<file path="config.mk">
export PLATFORM = sky130hd
export DESIGN_NAME = uma_top
export DESIGN_NICKNAME = d
export VERILOG_FILES = /design/src/verilog/uma_mem_pkg.sv /design/src/verilog/uma_timing_pkg.sv /design/src/verilog/uma_client_port.sv /design/src/verilog/uma_primary_mux.sv /design/src/verilog/uma_slot_timer.sv /design/src/verilog/uma_top.sv
export SDC_FILE = /design/constraint.sdc
export NUM_CORES = 1
export LEC_CHECK = 0
export BUFFER_PORTS_ARGS = -buffer_cell sky130_fd_sc_hd__buf_2
export CORE_MARGIN = 2
export CORE_UTILIZATION = 53
export CTS_CLUSTER_DIAMETER = 150
export DETAILED_ROUTE_END_ITERATION = 8
export GPL_TIMING_DRIVEN = 1
export PLACE_DENSITY = 0.8
export RECOVER_POWER = 25
export SLEW_MARGIN = 20
export SYNTH_ARGS = -nofsm -noshare
export SYNTH_HDL_FRONTEND = slang
export SYNTH_SLANG_ARGS = --single-unit
</file>
<file path="constraint.sdc">
create_clock -name CLK -period 4.8 [get_ports CLK]
set_input_delay 0.96 -clock CLK [delete_from_list [all_inputs] [get_ports CLK]]
set_output_delay 0.96 -clock CLK [all_outputs]
set_load 0.005 [all_outputs]
</file>
<file path="src/verilog/uma_mem_pkg.sv">
// Memory bus widths, payload types and channel numbering
// Shared by the client ports, the mux and the top level

`default_nettype none

package uma_mem_pkg;

    localparam int ADDR_W = 24;         // Byte address space of the shared RAM
    localparam int DATA_W = 16;

    typedef logic [ADDR_W-1:0] addr_t;
    typedef logic [DATA_W-1:0] data_t;

    // Client channels
    localparam int CH_COUNT = 2;
    localparam int CH_MAIN  = 0;        // Main RAM
    localparam int CH_VIDEO = 1;        // Video RAM

endpackage

`default_nettype wire

</file>
<file path="src/verilog/uma_timing_pkg.sv">
// Slot timing constants for the unified memory arbiter
// One 3.58 MHz period holds three access slots

`default_nettype none

package uma_timing_pkg;

    // Clocks per 3.58 MHz period
    localparam int SLOT_DIV = 30;

    // Width of the slot counter
    localparam int SLOT_CNT_W = $clog2(SLOT_DIV);

    // The counter runs this far ahead of each slot
    localparam int SLOT_OFFSET = 2;

    // Three slots per period, so 2, 12 and 22
    localparam int SLOT_SPACING = SLOT_DIV / 3;

    // Slot pulse to execute pulse
    localparam int EXEC_DELAY = 2;

endpackage

`default_nettype wire

</file>
<file path="src/verilog/uma_client_port.sv">
// Client port for one channel: strobe edge detection, pending request
// hold, issue on the channel's execute pulse, read data and ACK_n return

`default_nettype none

module uma_client_port (
    input  wire logic               CLK,
    input  wire logic               RESET_n,
    input  wire logic               exec,
    input  wire logic               slot_done,
    input  wire uma_mem_pkg::addr_t addr,
    input  wire uma_mem_pkg::data_t din,
    input  wire logic               oe_n,
    input  wire logic               we_n,
    input  wire logic               rfsh_n,
    input  wire uma_mem_pkg::data_t pri_dout_q,
    output uma_mem_pkg::data_t      dout,
    output logic                    ack_n,
    output logic                    issue,
    output logic                    req_oe,
    output logic                    req_we,
    output logic                    req_rfsh,
    output uma_mem_pkg::addr_t      req_addr,
    output uma_mem_pkg::data_t      req_din
);

    logic               prev_oe_n;
    logic               prev_we_n;
    logic               prev_rfsh_n;
    logic               det_oe;
    logic               det_we;
    logic               det_rfsh;
    logic               det_any;
    logic               save_oe;        // Pending until the next execute
    logic               save_we;
    logic               save_rfsh;
    logic               req_any;
    logic               processing;     // Issued, waiting for completion
    logic               done;
    uma_mem_pkg::addr_t save_addr;
    uma_mem_pkg::data_t save_din;

    always_ff @(posedge CLK or negedge RESET_n) begin
        if (!RESET_n) begin
            prev_oe_n   <= 1'b1;
            prev_we_n   <= 1'b1;
            prev_rfsh_n <= 1'b1;
        end else begin
            prev_oe_n   <= oe_n;
            prev_we_n   <= we_n;
            prev_rfsh_n <= rfsh_n;
        end
    end

    // High to low on any strobe is a new request
    assign det_oe   = prev_oe_n & ~oe_n;
    assign det_we   = prev_we_n & ~we_n;
    assign det_rfsh = prev_rfsh_n & ~rfsh_n;
    assign det_any  = det_oe | det_we | det_rfsh;

    // Edge cycle goes straight through, later cycles use the latched copy
    assign req_oe   = det_oe | save_oe;
    assign req_we   = det_we | save_we;
    assign req_rfsh = det_rfsh | save_rfsh;
    assign req_any  = req_oe | req_we | req_rfsh;
    assign req_addr = (det_oe | det_we) ? addr : save_addr;
    assign req_din  = det_we ? din : save_din;

    assign issue = exec & req_any;
    assign done  = slot_done & processing;

    // All pending flags go out together on issue
    always_ff @(posedge CLK or negedge RESET_n) begin
        if (!RESET_n) begin
            save_oe   <= 1'b0;
            save_we   <= 1'b0;
            save_rfsh <= 1'b0;
        end else if (issue) begin
            save_oe   <= 1'b0;
            save_we   <= 1'b0;
            save_rfsh <= 1'b0;
        end else begin
            save_oe   <= save_oe | det_oe;
            save_we   <= save_we | det_we;
            save_rfsh <= save_rfsh | det_rfsh;
        end
    end

    always_ff @(posedge CLK) begin
        if (det_oe | det_we) begin
            save_addr <= addr;
        end
        if (det_we) begin
            save_din <= din;
        end
    end

    // A new issue wins over the completion of the previous one
    always_ff @(posedge CLK or negedge RESET_n) begin
        if (!RESET_n) begin
            processing <= 1'b0;
        end else if (issue) begin
            processing <= 1'b1;
        end else if (done) begin
            processing <= 1'b0;
        end
    end

    always_ff @(posedge CLK) begin
        if (done) begin
            dout <= pri_dout_q;
        end
    end

    always_ff @(posedge CLK or negedge RESET_n) begin
        if (!RESET_n) begin
            ack_n <= 1'b1;
        end else if (det_any) begin
            ack_n <= 1'b0;
        end else if (done && !req_any) begin
            ack_n <= 1'b1;                  // Nothing left queued
        end
    end

endmodule

`default_nettype wire

</file>
<file path="src/verilog/uma_primary_mux.sv">
// Shared RAM port driver: picks the issuing channel, adds its base
// offset and registers address, data and one-hot strobes

`default_nettype none

module uma_primary_mux (
    input  wire logic               CLK,
    input  wire logic               RESET_n,
    input  wire uma_mem_pkg::addr_t base_0,
    input  wire uma_mem_pkg::addr_t base_1,
    input  wire logic               issue_0,
    input  wire logic               issue_1,
    input  wire logic               req_oe_0,
    input  wire logic               req_we_0,
    input  wire logic               req_rfsh_0,
    input  wire uma_mem_pkg::addr_t req_addr_0,
    input  wire uma_mem_pkg::data_t req_din_0,
    input  wire logic               req_oe_1,
    input  wire logic               req_we_1,
    input  wire logic               req_rfsh_1,
    input  wire uma_mem_pkg::addr_t req_addr_1,
    input  wire uma_mem_pkg::data_t req_din_1,
    input  wire logic               pri_ack_n,
    input  wire uma_mem_pkg::data_t pri_dout,
    output uma_mem_pkg::addr_t      pri_addr,
    output uma_mem_pkg::data_t      pri_din,
    output logic                    pri_oe_n,
    output logic                    pri_we_n,
    output logic                    pri_rfsh_n,
    output uma_mem_pkg::data_t      pri_dout_q
);

    logic [uma_mem_pkg::CH_COUNT-1:0] issue_vec;
    logic [uma_mem_pkg::CH_COUNT-1:0] oe_vec;
    logic [uma_mem_pkg::CH_COUNT-1:0] we_vec;
    logic [uma_mem_pkg::CH_COUNT-1:0] rfsh_vec;
    uma_mem_pkg::addr_t               base [uma_mem_pkg::CH_COUNT];
    uma_mem_pkg::addr_t               addr [uma_mem_pkg::CH_COUNT];
    uma_mem_pkg::data_t               din  [uma_mem_pkg::CH_COUNT];
    int                               sel;
    logic                             load;
    logic                             mem_op;     // Read or write, not refresh

    assign issue_vec = {issue_1, issue_0};
    assign oe_vec    = {req_oe_1, req_oe_0};
    assign we_vec    = {req_we_1, req_we_0};
    assign rfsh_vec  = {req_rfsh_1, req_rfsh_0};

    assign base[uma_mem_pkg::CH_MAIN]  = base_0;
    assign base[uma_mem_pkg::CH_VIDEO] = base_1;
    assign addr[uma_mem_pkg::CH_MAIN]  = req_addr_0;
    assign addr[uma_mem_pkg::CH_VIDEO] = req_addr_1;
    assign din[uma_mem_pkg::CH_MAIN]   = req_din_0;
    assign din[uma_mem_pkg::CH_VIDEO]  = req_din_1;

    // Main channel first if both fire together
    assign sel = issue_vec[uma_mem_pkg::CH_MAIN] ? uma_mem_pkg::CH_MAIN : uma_mem_pkg::CH_VIDEO;

    assign load   = pri_ack_n & (|issue_vec);
    assign mem_op = oe_vec[sel] | we_vec[sel];

    // Strobes drop back as soon as the RAM acknowledges
    always_ff @(posedge CLK or negedge RESET_n) begin
        if (!RESET_n) begin
            pri_oe_n   <= 1'b1;
            pri_we_n   <= 1'b1;
            pri_rfsh_n <= 1'b1;
        end else if (!pri_ack_n) begin
            pri_oe_n   <= 1'b1;
            pri_we_n   <= 1'b1;
            pri_rfsh_n <= 1'b1;
        end else if (load) begin
            pri_oe_n   <= ~oe_vec[sel];
            pri_we_n   <= ~we_vec[sel];
            pri_rfsh_n <= ~rfsh_vec[sel];
        end
    end

    // Offset add wraps at 24 bits
    always_ff @(posedge CLK) begin
        if (load) begin
            pri_addr <= mem_op ? addr[sel] + base[sel] : '0;
            pri_din  <= mem_op ? din[sel] : '0;
        end
    end

    always_ff @(posedge CLK) begin
        if (!pri_ack_n) begin
            pri_dout_q <= pri_dout;     // Held for the completing port
        end
    end

endmodule

`default_nettype wire

</file>
<file path="src/verilog/uma_slot_timer.sv">
// Slot timer: counter restarted by CLK_EN, alternating channel slots
// and the delayed execute pulses that drive the client ports

`default_nettype none

module uma_slot_timer (
    input  wire logic CLK,
    input  wire logic RESET_n,
    input  wire logic CLK_EN,
    output logic      exec_0,
    output logic      exec_1,
    output logic      slot_done
);

    logic [uma_timing_pkg::SLOT_CNT_W-1:0] cnt;
    logic                                  slot_hit;
    logic                                  slot_0;
    logic                                  slot_1;
    logic                                  toggle;      // Owner of the next slot
    logic [uma_timing_pkg::EXEC_DELAY-1:0] dly_0;
    logic [uma_timing_pkg::EXEC_DELAY-1:0] dly_1;

    // Restart on every system clock enable, hold at the last count
    always_ff @(posedge CLK or negedge RESET_n) begin
        if (!RESET_n) begin
            cnt <= '0;
        end else if (CLK_EN) begin
            cnt <= '0;
        end else if (int'(cnt) != uma_timing_pkg::SLOT_DIV - 1) begin
            cnt <= cnt + 1'b1;
        end
    end

    assign slot_hit = (int'(cnt) == uma_timing_pkg::SLOT_OFFSET)
        || (int'(cnt) == uma_timing_pkg::SLOT_OFFSET + uma_timing_pkg::SLOT_SPACING)
        || (int'(cnt) == uma_timing_pkg::SLOT_OFFSET + 2 * uma_timing_pkg::SLOT_SPACING);

    // Slots go main, video, main, ... across period boundaries too
    always_ff @(posedge CLK or negedge RESET_n) begin
        if (!RESET_n) begin
            slot_0 <= 1'b0;
            slot_1 <= 1'b0;
            toggle <= 1'b0;
        end else if (slot_hit) begin
            slot_0 <= ~toggle;
            slot_1 <= toggle;
            toggle <= ~toggle;
        end else begin
            slot_0 <= 1'b0;
            slot_1 <= 1'b0;
        end
    end

    always_ff @(posedge CLK or negedge RESET_n) begin
        if (!RESET_n) begin
            dly_0 <= '0;
            dly_1 <= '0;
        end else begin
            dly_0 <= {dly_0[uma_timing_pkg::EXEC_DELAY-2:0], slot_0};
            dly_1 <= {dly_1[uma_timing_pkg::EXEC_DELAY-2:0], slot_1};
        end
    end

    assign exec_0    = dly_0[uma_timing_pkg::EXEC_DELAY-1];
    assign exec_1    = dly_1[uma_timing_pkg::EXEC_DELAY-1];
    assign slot_done = exec_0 | exec_1;     // Any execute ends the running access

endmodule

`default_nettype wire

</file>
<file path="src/verilog/uma_top.sv">
// Unified memory arbiter top level
// Slot timer, main and video client ports, shared RAM port mux

`default_nettype none

module uma_top (
    input  wire logic               CLK,
    input  wire logic               RESET_n,
    input  wire logic               CLK_EN,
    input  wire uma_mem_pkg::addr_t base_0,
    input  wire uma_mem_pkg::addr_t base_1,
    input  wire uma_mem_pkg::addr_t main_addr,
    input  wire uma_mem_pkg::data_t main_din,
    input  wire logic               main_oe_n,
    input  wire logic               main_we_n,
    input  wire logic               main_rfsh_n,
    output uma_mem_pkg::data_t      main_dout,
    output logic                    main_ack_n,
    input  wire uma_mem_pkg::addr_t video_addr,
    input  wire uma_mem_pkg::data_t video_din,
    input  wire logic               video_oe_n,
    input  wire logic               video_we_n,
    input  wire logic               video_rfsh_n,
    output uma_mem_pkg::data_t      video_dout,
    output logic                    video_ack_n,
    output uma_mem_pkg::addr_t      pri_addr,
    output uma_mem_pkg::data_t      pri_din,
    output logic                    pri_oe_n,
    output logic                    pri_we_n,
    output logic                    pri_rfsh_n,
    input  wire logic               pri_ack_n,
    input  wire uma_mem_pkg::data_t pri_dout
);

    logic               exec_0;
    logic               exec_1;
    logic               slot_done;
    logic               main_issue;
    logic               main_req_oe;
    logic               main_req_we;
    logic               main_req_rfsh;
    uma_mem_pkg::addr_t main_req_addr;
    uma_mem_pkg::data_t main_req_din;
    logic               video_issue;
    logic               video_req_oe;
    logic               video_req_we;
    logic               video_req_rfsh;
    uma_mem_pkg::addr_t video_req_addr;
    uma_mem_pkg::data_t video_req_din;
    uma_mem_pkg::data_t pri_dout_q;

    uma_slot_timer u_timer (
        .CLK       (CLK),
        .RESET_n   (RESET_n),
        .CLK_EN    (CLK_EN),
        .exec_0    (exec_0),
        .exec_1    (exec_1),
        .slot_done (slot_done)
    );

    // Channel 0
    uma_client_port u_main (
        .CLK        (CLK),
        .RESET_n    (RESET_n),
        .exec       (exec_0),
        .slot_done  (slot_done),
        .addr       (main_addr),
        .din        (main_din),
        .oe_n       (main_oe_n),
        .we_n       (main_we_n),
        .rfsh_n     (main_rfsh_n),
        .pri_dout_q (pri_dout_q),
        .dout       (main_dout),
        .ack_n      (main_ack_n),
        .issue      (main_issue),
        .req_oe     (main_req_oe),
        .req_we     (main_req_we),
        .req_rfsh   (main_req_rfsh),
        .req_addr   (main_req_addr),
        .req_din    (main_req_din)
    );

    // Channel 1
    uma_client_port u_video (
        .CLK        (CLK),
        .RESET_n    (RESET_n),
        .exec       (exec_1),
        .slot_done  (slot_done),
        .addr       (video_addr),
        .din        (video_din),
        .oe_n       (video_oe_n),
        .we_n       (video_we_n),
        .rfsh_n     (video_rfsh_n),
        .pri_dout_q (pri_dout_q),
        .dout       (video_dout),
        .ack_n      (video_ack_n),
        .issue      (video_issue),
        .req_oe     (video_req_oe),
        .req_we     (video_req_we),
        .req_rfsh   (video_req_rfsh),
        .req_addr   (video_req_addr),
        .req_din    (video_req_din)
    );

    uma_primary_mux u_mux (
        .CLK        (CLK),
        .RESET_n    (RESET_n),
        .base_0     (base_0),
        .base_1     (base_1),
        .issue_0    (main_issue),
        .issue_1    (video_issue),
        .req_oe_0   (main_req_oe),
        .req_we_0   (main_req_we),
        .req_rfsh_0 (main_req_rfsh),
        .req_addr_0 (main_req_addr),
        .req_din_0  (main_req_din),
        .req_oe_1   (video_req_oe),
        .req_we_1   (video_req_we),
        .req_rfsh_1 (video_req_rfsh),
        .req_addr_1 (video_req_addr),
        .req_din_1  (video_req_din),
        .pri_ack_n  (pri_ack_n),
        .pri_dout   (pri_dout),
        .pri_addr   (pri_addr),
        .pri_din    (pri_din),
        .pri_oe_n   (pri_oe_n),
        .pri_we_n   (pri_we_n),
        .pri_rfsh_n (pri_rfsh_n),
        .pri_dout_q (pri_dout_q)
    );

endmodule

`default_nettype wire
</file>
==> qor.tcl, run 1 <==
set qor(outcome) {complete, but fails checks}
set qor(violations_in_the_final_reports) {max-capacitance violations, max-slew violations}
set qor(grt_setup_unrepaired) {false}
set qor(max_freq_mhz) 244
set qor(timing.setup.critical_path_class) {primary input to register}
set qor(worst_setup_path_start_kind) {primary input}
set qor(fp.coreArea_mm2) 0.0158
set qor(yosys.cell_count.top_type) {sky130_fd_sc_hd__mux2_2}
set qor(stdcell_count) 1146
set qor(place_hpwl_mm) 14.6
set qor(slew_headroom) -0.0929
set qor(setup_viol_count_final) 0
set qor(final_layout_size_suffix_gt1_frac) 0.436
set qor(globalRouteTotalUtil) 0.226
set qor(std_cell_rows) 46
set qor(switching_power_total_mw) 1.39
set qor(firstDrtPassIters) 5
set qor(post_drt_via_cell_ratio) 5.27
set qor(pwr-share-clk) 0.319
set qor(pwr_dens_mw_per_mm2) 436
set qor(syn_area_mm2) 0.00855
set qor(netlist.area_leader.share) 0.309
set qor(synth-seq-cells) 199
set qor(chipWidth_um) 131
set qor(finalWorstPathRequiredPeriod_ns) 4.10
set qor(area.growth.synth_to_final_pct) 24.3
set qor(switching_fraction) 0.300
set qor(synthesis.instances) 677
set qor(design.die.area_mm2) 0.0172
set qor(cts_buffers) 17
set qor(cts_post_setup_buffers_inserted) 0
set qor(clk_transition_reported_paths_ns) 0.08
set qor(routing_usage_on_met2) 0.388
set qor(grt_pass1_vias) 5909
set qor(worst_slew_pin_slew_ns) 1.64
set qor(setup-tns-final_ns) 0
set qor(drv_cap) 1
set qor(fin_worst_hold_slack_ns) 0.354
set qor(synth_top_cells_by_area) {sky130_fd_sc_hd__edfxtp_1 31%, sky130_fd_sc_hd__dfxtp_1 19%, sky130_fd_sc_hd__mux2_2 14%, sky130_fd_sc_hd__dfrtp_1 5.9%, sky130_fd_sc_hd__ha_1 3.9%}
set qor(timing.critical_path.to_type) {register}
set qor(cts_buffer_depth) 2
set qor(clock_latency_ns) 0.44
set qor(ir_worst_vdd_uv) 309
set qor(cts_tree) {yes}
set qor(ctsRootBufferMaster) {sky130_fd_sc_hd__clkbuf_16}
set qor(detail_route.wirelength_mm) 19.6
set qor(port_buffers) 230
set qor(fillerInstances) 1191
set qor(met1_usage) 0.268
set qor(asyncSetResetFlopFracSynth) 0.156
set qor(synth_edf_count) 88
set qor(remaining_number_of_nets_flagged_by_the_antenna_check_after_routing) 0
set qor(synth_warnings) 0
set qor(dp_cells) 1112
set qor(synth_commonest_cells) {110 x sky130_fd_sc_hd__mux2_2, 88 x sky130_fd_sc_hd__edfxtp_1, 80 x sky130_fd_sc_hd__dfxtp_1}
set qor(cp.required_ns) 5.09
set qor(grt_max_degree) 32
set qor(timing.hold.worst.class) {register to register}
set qor(cts.repair.resized) 0
set qor(io_pins) 231
set qor(postCtsHoldBufs) 0
set qor(clk_sink_count) 199
set qor(dominantRegCellSynth) {sky130_fd_sc_hd__edfxtp_1}
set qor(detail_route.wl_per_cell_um) 17.1
set qor(number_of_nets_in_the_synthesized_netlist) 859
set qor(grtUsageMet3) 0.0480
set qor(num-nets-final) 1097
set qor(report.final.slew_viol_count) 32
set qor(synth_seq_area_share) 0.589
set qor(die-height_um) 131
set qor(dr.first_iter.drc_count) 282
set qor(via_count) 6035
set qor(final_core_utilization) 0.672
set qor(remaining_drc_errors) 0
set qor(synth.distinct_cells) 52
set qor(grt.busiest_layer) {met2}
set qor(hold_violations) 0
set qor(initial_utilization) 0.540
set qor(routabilityCongestion) 0.927
set qor(power.sequential.fraction) 0.453
set qor(grt_first_pass_wirelength_mm) 29.3
set qor(grt.overflow.total) 0
set qor(internal-power_mw) 3.25
set qor(combinationalPowerShare) 0.227
set qor(timing.critical_path.arrival_ns) 4.39
set qor(clock_tree.htree_level_count) 4
set qor(p_leak_nw) 4.53
set qor(crit_path_max_fanout) 28
set qor(synth.avg_cell_area_um2) 12.6
set qor(netlist.top_cell.by_area) {sky130_fd_sc_hd__edfxtp_1}
set qor(final_min_period_over_clock_period) 0.854
set qor(initial_antenna_violation_count) 0
set qor(worst_clock_skew_ns) 0.00912
## worst max-delay path, cell delays in order
cell and delay (ns):
sky130_fd_sc_hd__clkbuf_1 0.09, sky130_fd_sc_hd__nor2b_1 0.30, sky130_fd_sc_hd__nor2_2 0.11, sky130_fd_sc_hd__a31oi_4 0.39, sky130_fd_sc_hd__buf_12 0.24, sky130_fd_sc_hd__mux2_2 0.37, sky130_fd_sc_hd__ha_1 0.40, sky130_fd_sc_hd__a21o_1 0.21
sky130_fd_sc_hd__o2bb2ai_1 0.15, sky130_fd_sc_hd__o21ai_0 0.35, sky130_fd_sc_hd__a211oi_1 0.13, sky130_fd_sc_hd__o21a_1 0.22, sky130_fd_sc_hd__or3_1 0.30, sky130_fd_sc_hd__a21oi_1 0.14
## layout make-up
cell class,count,area (µm²),area share
multi-input cells,437,3350,0.315
clock buffers,17,425,0.0400
inverters,13,48.8,0.00459
diodes,2,5.00,0.000471
well taps,216,270,0.0254
flip-flops and latches,199,5030,0.474
clock inverters,15,204,0.0192
repair buffers,247,1290,0.121
## kinds of logic (layout without fill, tap and decap cells)
| family | count (synthesis) | after routing | share of synthesized area |
|---|---|---|---|
| compound gates | 84 | 84 | 0.0641 |
| fa+ha+maj | 28 | 28 | 0.0418 |
| mux | 130 | 130 | 0.169 |
| other cells | 0 | 2 | 0 |
| xor+xnor | 24 | 24 | 0.0255 |
| simple gates | 171 | 171 | 0.0869 |
| flops | 199 | 199 | 0.589 |
| buf+inv | 41 | 292 | 0.0238 |
## worst paths after layout
path                            depth (start not counted)                 end             start  slack (ns)
worst max-delay path                                   14  u_mux.pri_addr[23]         main_we_n        0.70
worst min-delay path                                    0    u_timer.dly_0[1]  u_timer.dly_0[0]        0.35
worst max register to register                         13  u_mux.pri_addr[23]  u_main.prev_we_n        0.78
worst min register to register                          0    u_timer.dly_0[1]  u_timer.dly_0[0]        0.35
max in group asynchronous                               1      u_main.save_we           RESET_n        2.91
min in group asynchronous                               1      u_timer.cnt[3]           RESET_n        0.93
## flip-flops by register name, indices dropped and copies added (netlist names), 5 cells and up
name,count
u_timer.cnt,5
u_main.save_addr,24
u_main.save_din,16
u_main.dout,16
u_mux.pri_addr,24
u_video.save_din,16
u_video.dout,16
u_video.save_addr,24
u_mux.pri_dout_q,16
u_mux.pri_din,16
## per-stage QoR
stage	area [µm²]	setup slack [ns]	power, mW
final	10600	0.698	4.63
after global routing	10600	0.495	4.84
after CTS	10600	0.738	4.66
after detailed placement	10000	0.245	3.18
after global placement	10000	0.269	3.16
after floorplan	8550	0.377	2.84
## per-layer routing
layer,share of wire,wire [µm]
met4,0.035,696
met3,0.053,1050
met1,0.41,7960
met2,0.51,9920
met5,0,0
## layout by cell type, fill, tap and decap left out, drive strengths merged, types with 5 or more instances in the layout
cell type  instances
a21o               9
xnor2             13
a21oi             23
edfxtp            88
a31oi             10
inv               24
dfrtp             20
nor3               5
clkbuf            25
xor2              11
dfstp             11
nor2b              9
nand3              7
buf              239
nand4              6
mux2             112
dfxtp             80
nand2             74
o21ai             17
ha                27
mux2i             18
nor2              58
## power by group through the flow
stage	clock (mW)	combinational (mW)	sequential, mW
6_report	1.48	1.05	2.10
5_1_grt	1.57	1.16	2.12
4_1_cts	1.50	1.05	2.10
3_5_place_dp	0	1.04	2.14
3_3_place_gp	0	1.03	2.13
2_1_floorplan	0	0.714	2.13
(Power assumes the default switching activity.)
==> run 2: changes to the inputs <==
Settings changed: ABC_AREA from default to 0.
Clock period 4.8 ns to 4.7 ns, I/O delays scaled along.
==> qor.tcl, run 2 (synthesis gave the netlist of run 1 again) <==
set qor(outcome) {complete, but fails checks}
set qor(violations_in_the_final_reports) {max-capacitance violations, max-slew violations}
set qor(cts_post_setup_buffers_inserted) 0 ;# unchanged
set qor(critPathMaxStageDelay_ns) 0.42 ;# +0.02 ns
set qor(final_layout_size_suffix_gt1_frac) 0.435 ;# -0.00122
set qor(grt_first_pass_wirelength_mm) 28.7 ;# -2.3%
set qor(grt_setup_unrepaired) {false}
set qor(place_ws_ns) 0.192 ;# -0.0530 ns
set qor(crit_path_frequent_cell) {sky130_fd_sc_hd__a221oi_2}
set qor(setup-tns-final_ns) 0 ;# unchanged
set qor(cts_tree) {yes}
set qor(dr.first_iter.drc_count) 299 ;# +6.0%
set qor(fillerInstances) 1170 ;# -1.8%
set qor(stdcell_count) 1143 ;# -0.26%
set qor(clock_latency_ns) 0.44 ;# about the same
set qor(hold_violations) 0 ;# unchanged
set qor(mostFrequentLayoutCell) {sky130_fd_sc_hd__buf_2}
set qor(path_depth) 14 ;# unchanged
set qor(routabilityCongestion) 0.879 ;# -5.1%
set qor(clk_transition_reported_paths_ns) 0.07 ;# about the same
set qor(critical_path.slowest_cell) {sky130_fd_sc_hd__a221oi_2}
set qor(worst_setup_path_start_kind) {primary input}
set qor(layout.cell_area.non_filler_mm2) 0.0106 ;# -0.47%
set qor(worst_clock_skew_ns) 0.00800 ;# -0.00112 ns
set qor(setup_viol_count_final) 0 ;# unchanged
set qor(cp.required_ns) 4.89 ;# -0.20 ns
set qor(place_hpwl_mm) 14.5 ;# -0.82%
set qor(initial_utilization) 0.540 ;# unchanged
set qor(globalRouteTotalUtil) 0.223 ;# -0.00264
set qor(postPlaceCellArea_mm2) 0.00999 ;# -0.15%
set qor(firstDrtPassIters) 4 ;# -1
set qor(port_buffers) 230 ;# unchanged
set qor(worst_slew_pin_slew_ns) 1.61 ;# -0.0279 ns
set qor(grt.overflow.total) 0 ;# unchanged
set qor(cp.buffers_inverters) 2 ;# unchanged
set qor(layout.cells.most_common_list) {224 x sky130_fd_sc_hd__buf_2, 110 x sky130_fd_sc_hd__mux2_2, 88 x sky130_fd_sc_hd__edfxtp_1, 80 x sky130_fd_sc_hd__dfxtp_1, 74 x sky130_fd_sc_hd__nand2_1}
set qor(drv_cap) 1 ;# unchanged
set qor(post_drt_via_cell_ratio) 5.20 ;# -1.2%
set qor(final_min_period_over_clock_period) 0.890
set qor(ir_worst_vdd_uv) 303 ;# -1.9%
set qor(detail_route.wirelength_mm) 19.4 ;# -1.3%
set qor(grt_max_degree) 35 ;# +9.4%
set qor(crit_path_max_fanout) 12 ;# -57%
set qor(pwr_dens_mw_per_mm2) 440 ;# +0.83%
set qor(std_cell_rows) 46 ;# unchanged
set qor(timing.setup.critical_path_class) {primary input to register}
set qor(clock_tree.htree_level_count) 4 ;# unchanged
set qor(detail_route.wl_per_cell_um) 17.0 ;# -0.99%
set qor(slew_headroom) -0.0742 ;# +0.0186
set qor(cts_buffer_depth) 2 ;# unchanged
set qor(via_count) 5945 ;# -1.5%
set qor(critical_path.cell_chain) {clkbuf_1, nor2b_1, nor2_2, a31oi_4, buf_4, mux2_2, ha_1, a21o_1, a221oi_2, a21bo_2, a31oi_1, a221oi_2, xor2_1, nor2_1}
set qor(timing.critical_path.to_type) {register}
set qor(p_leak_nw) 4.51 ;# -0.46%
set qor(io_pins) 231 ;# unchanged
set qor(postCtsHoldBufs) 0 ;# unchanged
set qor(clk_sink_count) 199 ;# unchanged
set qor(fp.coreArea_mm2) 0.0158 ;# unchanged
set qor(max_freq_mhz) 239
set qor(report.final.slew_viol_count) 32 ;# unchanged
set qor(finalWorstPathRequiredPeriod_ns) 4.18
set qor(dp_cells) 1110 ;# -0.18%
set qor(num-nets-final) 1095 ;# -0.18%
set qor(chipWidth_um) 131 ;# unchanged
set qor(remaining_drc_errors) 0 ;# unchanged
set qor(timing.hold.worst.class) {register to register}
set qor(postLayoutSetupSlackWorst_ns) 0.517 ;# -0.182 ns
set qor(delay_heaviest_family_cp) {compound AO/OA/AOI/OAI gates}
set qor(remaining_number_of_nets_flagged_by_the_antenna_check_after_routing) 0 ;# unchanged
set qor(cts_buffers) 17 ;# unchanged
set qor(timing.critical_path.arrival_ns) 4.37 ;# -0.02 ns
set qor(reg2regPathDepth) 13 ;# unchanged
set qor(die-height_um) 131 ;# unchanged
set qor(initial_antenna_violation_count) 0 ;# unchanged
set qor(area.growth.synth_to_final_pct) 23.7
set qor(reg_top3) {u_main.save_addr x24, u_mux.pri_addr x24, u_video.save_addr x24}
set qor(grt_pass1_vias) 5797 ;# -1.9%
set qor(cts.repair.resized) 0 ;# unchanged
set qor(timing.hold.worst_path_depth) 0 ;# unchanged
set qor(design.die.area_mm2) 0.0172 ;# unchanged
set qor(ctsRootBufferMaster) {sky130_fd_sc_hd__clkbuf_16}
[run 2: cell count changes in the layout (fill, tap and decap cells not counted), sizes merged]
cell    change
buf         -2
clkinv      +2
diode       -1
inv         -2
[run 2: final timing paths]
check / to / startpoint / slack [ns]
worst max-delay path: u_mux.pri_addr[20] / main_we_n / 0.52
worst min-delay path: u_timer.dly_1[0] / u_timer.slot_1 / 0.35
worst max register to register: u_mux.pri_addr[20] / u_main.prev_we_n / 0.58
worst min register to register: u_timer.dly_1[0] / u_timer.slot_1 / 0.35
max in group asynchronous: u_video.save_oe / RESET_n / 2.86
min in group asynchronous: u_timer.cnt[0] / RESET_n / 0.90
[run 2: where the power goes]
group	total, mW	internal, mW	leakage, nW	switching (mW)
clock network	1.45	0.724	0.293	0.726
logic	1.06	0.484	2.37	0.574
registers	2.14	2.08	1.85	0.0668
total	4.65	3.28	4.51	1.37
[run 2: per-layer routing]
layer  GRT usage  vias up  wire length, µm
met5           0        -                0
li1            -     2902                -
met2       0.387      213             9780
met4       0.103        0              586
met1       0.265     2790             7900
met3      0.0497       40             1120
[run 2: area by class of cell]
cell class / instances / area [µm²] / share of cell area
Tap cell: 216 / 270 / 0.0255
Multi-Input combinational cell: 437 / 3350 / 0.317
Antenna cell: 1 / 2.50 / 0.000237
Clock buffer: 17 / 425 / 0.0402
Clock inverter: 15 / 174 / 0.0164
Inverter: 13 / 48.8 / 0.00461
Sequential cell: 199 / 5030 / 0.476
Timing Repair Buffer: 245 / 1270 / 0.120
[run 2: worst register-to-register path: cells and delay by family, from the launching register on]
kind            cells  cell delay [ns]
fa+ha+maj           1             0.36
flops               1             0.52
buf+inv             1             0.30
xor+xnor            1             0.18
mux                 1             0.36
compound gates      6             1.68
simple gates        3             0.49
[run 2: through the flow]
stage,util,power [mW],hold slack (ns)
2_1_floorplan,-,2.90,0.331
3_3_place_gp,0.631,3.21,0.333
3_5_place_dp,0.631,3.24,0.337
4_1_cts,0.669,4.68,0.352
5_1_grt,0.668,4.87,0.353
6_report,0.668,4.65,0.352
==> run 3: changes to the inputs <==
Settings changed: SYNTH_HIERARCHICAL from default to 1.
==> qor.tcl, run 3 <==
set qor(outcome) {complete, but fails checks}
set qor(violations_in_the_final_reports) {max-capacitance violations, max-slew violations}
set qor(cp.required_ns) 4.98 ;# +0.09 ns
set qor(cts_buffers) 17 ;# unchanged
set qor(detail_route.wirelength_mm) 20.4 ;# +5.3%
set qor(initial_antenna_violation_count) 0 ;# unchanged
set qor(dominantRegCellSynth) {sky130_fd_sc_hd__edfxtp_1}
set qor(worst_clock_skew_ns) 0.0130 ;# +0.00495 ns
set qor(mostFrequentLayoutCell) {sky130_fd_sc_hd__buf_2}
set qor(reg_top3) {u_main/save_addr x24, u_mux/pri_addr x24, u_video/save_addr x24}
set qor(max_freq_mhz) 240 ;# +0.48%
set qor(drv_cap) 1 ;# unchanged
set qor(finalWorstPathRequiredPeriod_ns) 4.16 ;# -0.0200 ns
set qor(worst_setup_path_start_kind) {primary input}
set qor(final_layout_size_suffix_gt1_frac) 0.409 ;# -0.0260
set qor(synth_top_cells_by_area) {sky130_fd_sc_hd__edfxtp_1 30%, sky130_fd_sc_hd__dfxtp_1 18%, sky130_fd_sc_hd__mux2_2 6.8%, sky130_fd_sc_hd__mux2_4 6.7%, sky130_fd_sc_hd__dfrtp_1 5.6%}
set qor(num-nets-final) 1144 ;# +4.5%
set qor(yosys.cell_count.top_type) {sky130_fd_sc_hd__nand2_1}
set qor(netlist.area_leader.share) 0.296 ;# -0.0134
set qor(globalRouteTotalUtil) 0.231 ;# +0.00803
set qor(synth_commonest_cells) {119 x sky130_fd_sc_hd__nand2_1, 88 x sky130_fd_sc_hd__edfxtp_1, 80 x sky130_fd_sc_hd__dfxtp_1}
set qor(detail_route.wl_per_cell_um) 17.1 ;# +0.61%
set qor(synth-seq-cells) 199 ;# unchanged
set qor(pwr_dens_mw_per_mm2) 444 ;# +1.0%
set qor(delay_heaviest_family_cp) {simple AND/OR/NAND/NOR gates}
set qor(die-height_um) 134 ;# +2.2%
set qor(via_count) 6292 ;# +5.8%
set qor(cts_buffer_depth) 2 ;# unchanged
set qor(grt_setup_unrepaired) {false}
set qor(critical_path.cell_chain) {buf_2, and2b_1, nor2_1, nand3_1, and2_4, buf_4, buf_4, mux2_2, ha_1, nand2_1, nor2_1, a21oi_1, a21oi_4, o2111ai_1, a21oi_1, mux2i_1}
set qor(dr.first_iter.drc_count) 447 ;# +49%
set qor(ir_worst_vdd_uv) 361 ;# +19%
set qor(critical_path.slowest_cell) {sky130_fd_sc_hd__ha_1}
set qor(ctsRootBufferMaster) {sky130_fd_sc_hd__clkbuf_16}
set qor(syn_area_mm2) 0.00894 ;# +4.5%
set qor(std_cell_rows) 47 ;# +2.2%
set qor(cts_tree) {yes}
set qor(crit_path_max_fanout) 15 ;# +3
set qor(place_hpwl_mm) 14.6 ;# +1.1%
set qor(slew_headroom) -0.113 ;# -0.0383
set qor(remaining_drc_errors) 0 ;# unchanged
set qor(chipWidth_um) 134 ;# +2.2%
set qor(place_ws_ns) 0.266 ;# +0.0737 ns
set qor(synth.distinct_cells) 66 ;# +27%
set qor(netlist.top_cell.by_area) {sky130_fd_sc_hd__edfxtp_1}
set qor(setup_viol_count_final) 0 ;# unchanged
set qor(grt_max_degree) 32 ;# -8.6%
set qor(report.final.slew_viol_count) 32 ;# unchanged
set qor(post_drt_via_cell_ratio) 5.26 ;# +1.1%
set qor(synth_seq_area_share) 0.563 ;# -0.0256
set qor(postCtsHoldBufs) 0 ;# unchanged
set qor(timing.hold.worst.class) {register to register}
set qor(asyncSetResetFlopFracSynth) 0.156 ;# unchanged
set qor(fp.coreArea_mm2) 0.0165 ;# +4.4%
set qor(grt_first_pass_wirelength_mm) 31.9 ;# +11%
set qor(postPlaceCellArea_mm2) 0.0103 ;# +2.7%
set qor(io_pins) 231 ;# unchanged
set qor(synthesis.instances) 729 ;# +7.7%
set qor(timing.setup.critical_path_class) {primary input to register}
set qor(routabilityCongestion) 0.886 ;# +0.77%
set qor(worst_slew_pin_slew_ns) 1.67 ;# +0.0574 ns
set qor(critPathMaxStageDelay_ns) 0.38 ;# -0.04 ns
set qor(grt.overflow.total) 0 ;# unchanged
set qor(postLayoutSetupSlackWorst_ns) 0.537 ;# +0.0200 ns
set qor(final_min_period_over_clock_period) 0.886 ;# -0.00426
set qor(number_of_nets_in_the_synthesized_netlist) 911 ;# +6.1%
set qor(hold_violations) 0 ;# unchanged
set qor(layout.cell_area.non_filler_mm2) 0.0109 ;# +2.6%
set qor(synth.avg_cell_area_um2) 12.3 ;# -2.9%
set qor(clk_sink_count) 199 ;# unchanged
set qor(timing.critical_path.to_type) {register}
set qor(timing.critical_path.arrival_ns) 4.44 ;# +0.07 ns
set qor(cp.buffers_inverters) 3 ;# +1
set qor(cts_post_setup_buffers_inserted) 0 ;# unchanged
set qor(port_buffers) 230 ;# unchanged
set qor(clock_tree.htree_level_count) 4 ;# unchanged
set qor(design.die.area_mm2) 0.0179 ;# +4.4%
set qor(cts.repair.resized) 0 ;# unchanged
set qor(setup-tns-final_ns) 0 ;# unchanged
set qor(layout.cells.most_common_list) {223 x sky130_fd_sc_hd__buf_2, 119 x sky130_fd_sc_hd__nand2_1, 88 x sky130_fd_sc_hd__edfxtp_1, 80 x sky130_fd_sc_hd__dfxtp_1, 61 x sky130_fd_sc_hd__nor2_1}
set qor(area.growth.synth_to_final_pct) 21.3
set qor(clk_transition_reported_paths_ns) 0.07 ;# about the same
set qor(synth_warnings) 6 ;# +6
set qor(p_leak_nw) 4.83 ;# +7.0%
set qor(firstDrtPassIters) 5 ;# +1
set qor(clock_latency_ns) 0.43 ;# about the same
set qor(initial_utilization) 0.541 ;# +0.000757
set qor(synth_edf_count) 88 ;# unchanged
set qor(remaining_number_of_nets_flagged_by_the_antenna_check_after_routing) 0 ;# unchanged
set qor(fillerInstances) 1230 ;# +5.1%
set qor(grt_pass1_vias) 6184 ;# +6.7%
run 3: cell types whose count changed after synthesis, moves of 5 or more:
cell | before | now
sky130_fd_sc_hd__mux2_2 | 110 | 54
sky130_fd_sc_hd__nand2_1 | 74 | 119
sky130_fd_sc_hd__mux2_4 | 2 | 40
sky130_fd_sc_hd__a21oi_1 | 23 | 29
sky130_fd_sc_hd__a31oi_1 | 10 | 5
sky130_fd_sc_hd__and2_1 | 2 | 7
sky130_fd_sc_hd__buf_1 | 0 | 5
sky130_fd_sc_hd__inv_1 | 13 | 18
run 3: cells by family after synthesis:
logic type | Yosys count | synth area share
AOI/OAI and AO/OA | 86 | 0.0662
adders and majority gates | 28 | 0.0400
and+or+nand+nor | 234 | 0.121
DFF | 199 | 0.563
buffers and inverters | 47 | 0.0320
muxes | 113 | 0.156
xor gates and xnor gates | 22 | 0.0215
run 3: layout make-up:
type                            instances  area [µm²]  share of cell area
Sequential cell                       199        5030               0.464
Multi-Input combinational cell        483        3630               0.335
Timing Repair Buffer                  243        1240               0.114
Antenna cell                            1        2.50            0.000231
Inverter                               18        67.6             0.00623
Clock inverter                         15         176              0.0163
Clock buffer                           17         425              0.0392
Tap cell                              220         275              0.0254
run 3: routing by layer:
metal	share of wire	vias up	wire length [µm]	global-route usage
met5	0	-	0	0
met4	0.018	0	363	0.0822
met3	0.075	25	1540	0.0408
met2	0.49	267	9950	0.381
met1	0.42	2966	8550	0.310
li1	-	3034	-	-
run 3: where the power goes:
| group | switching (mW) | internal (mW) |
|---|---|---|
| logic | 0.654 | 0.542 |
| registers | 0.0720 | 2.08 |
| clock network | 0.708 | 0.766 |
run 3: final timing paths:
check | cells past startpoint | to | slack (ns) | from
worst min-delay path | 0 | u_timer/dly_0[0] | 0.35 | u_timer/slot_0
max in group asynchronous | 1 | u_main/save_we | 2.80 | RESET_n
worst max register to register | 15 | u_mux/pri_addr[21] | 0.70 | u_main/prev_oe_n
min in group asynchronous | 1 | u_timer/cnt[0] | 0.93 | RESET_n
worst min register to register | 0 | u_timer/dly_0[0] | 0.35 | u_timer/slot_0
worst max-delay path | 16 | u_mux/pri_addr[21] | 0.54 | main_oe_n
run 3: per-stage QoR:
stage	power (mW)	utilization	hold slack, ns	cells
3_3_place_gp	3.33	0.621	0.334	1163
4_1_cts	4.84	0.658	0.352	1195
3_5_place_dp	3.37	0.621	0.335	1163
6_report	4.82	0.657	0.351	1196
5_1_grt	5.05	0.656	0.356	1195
2_1_floorplan	3.04	-	0.331	729
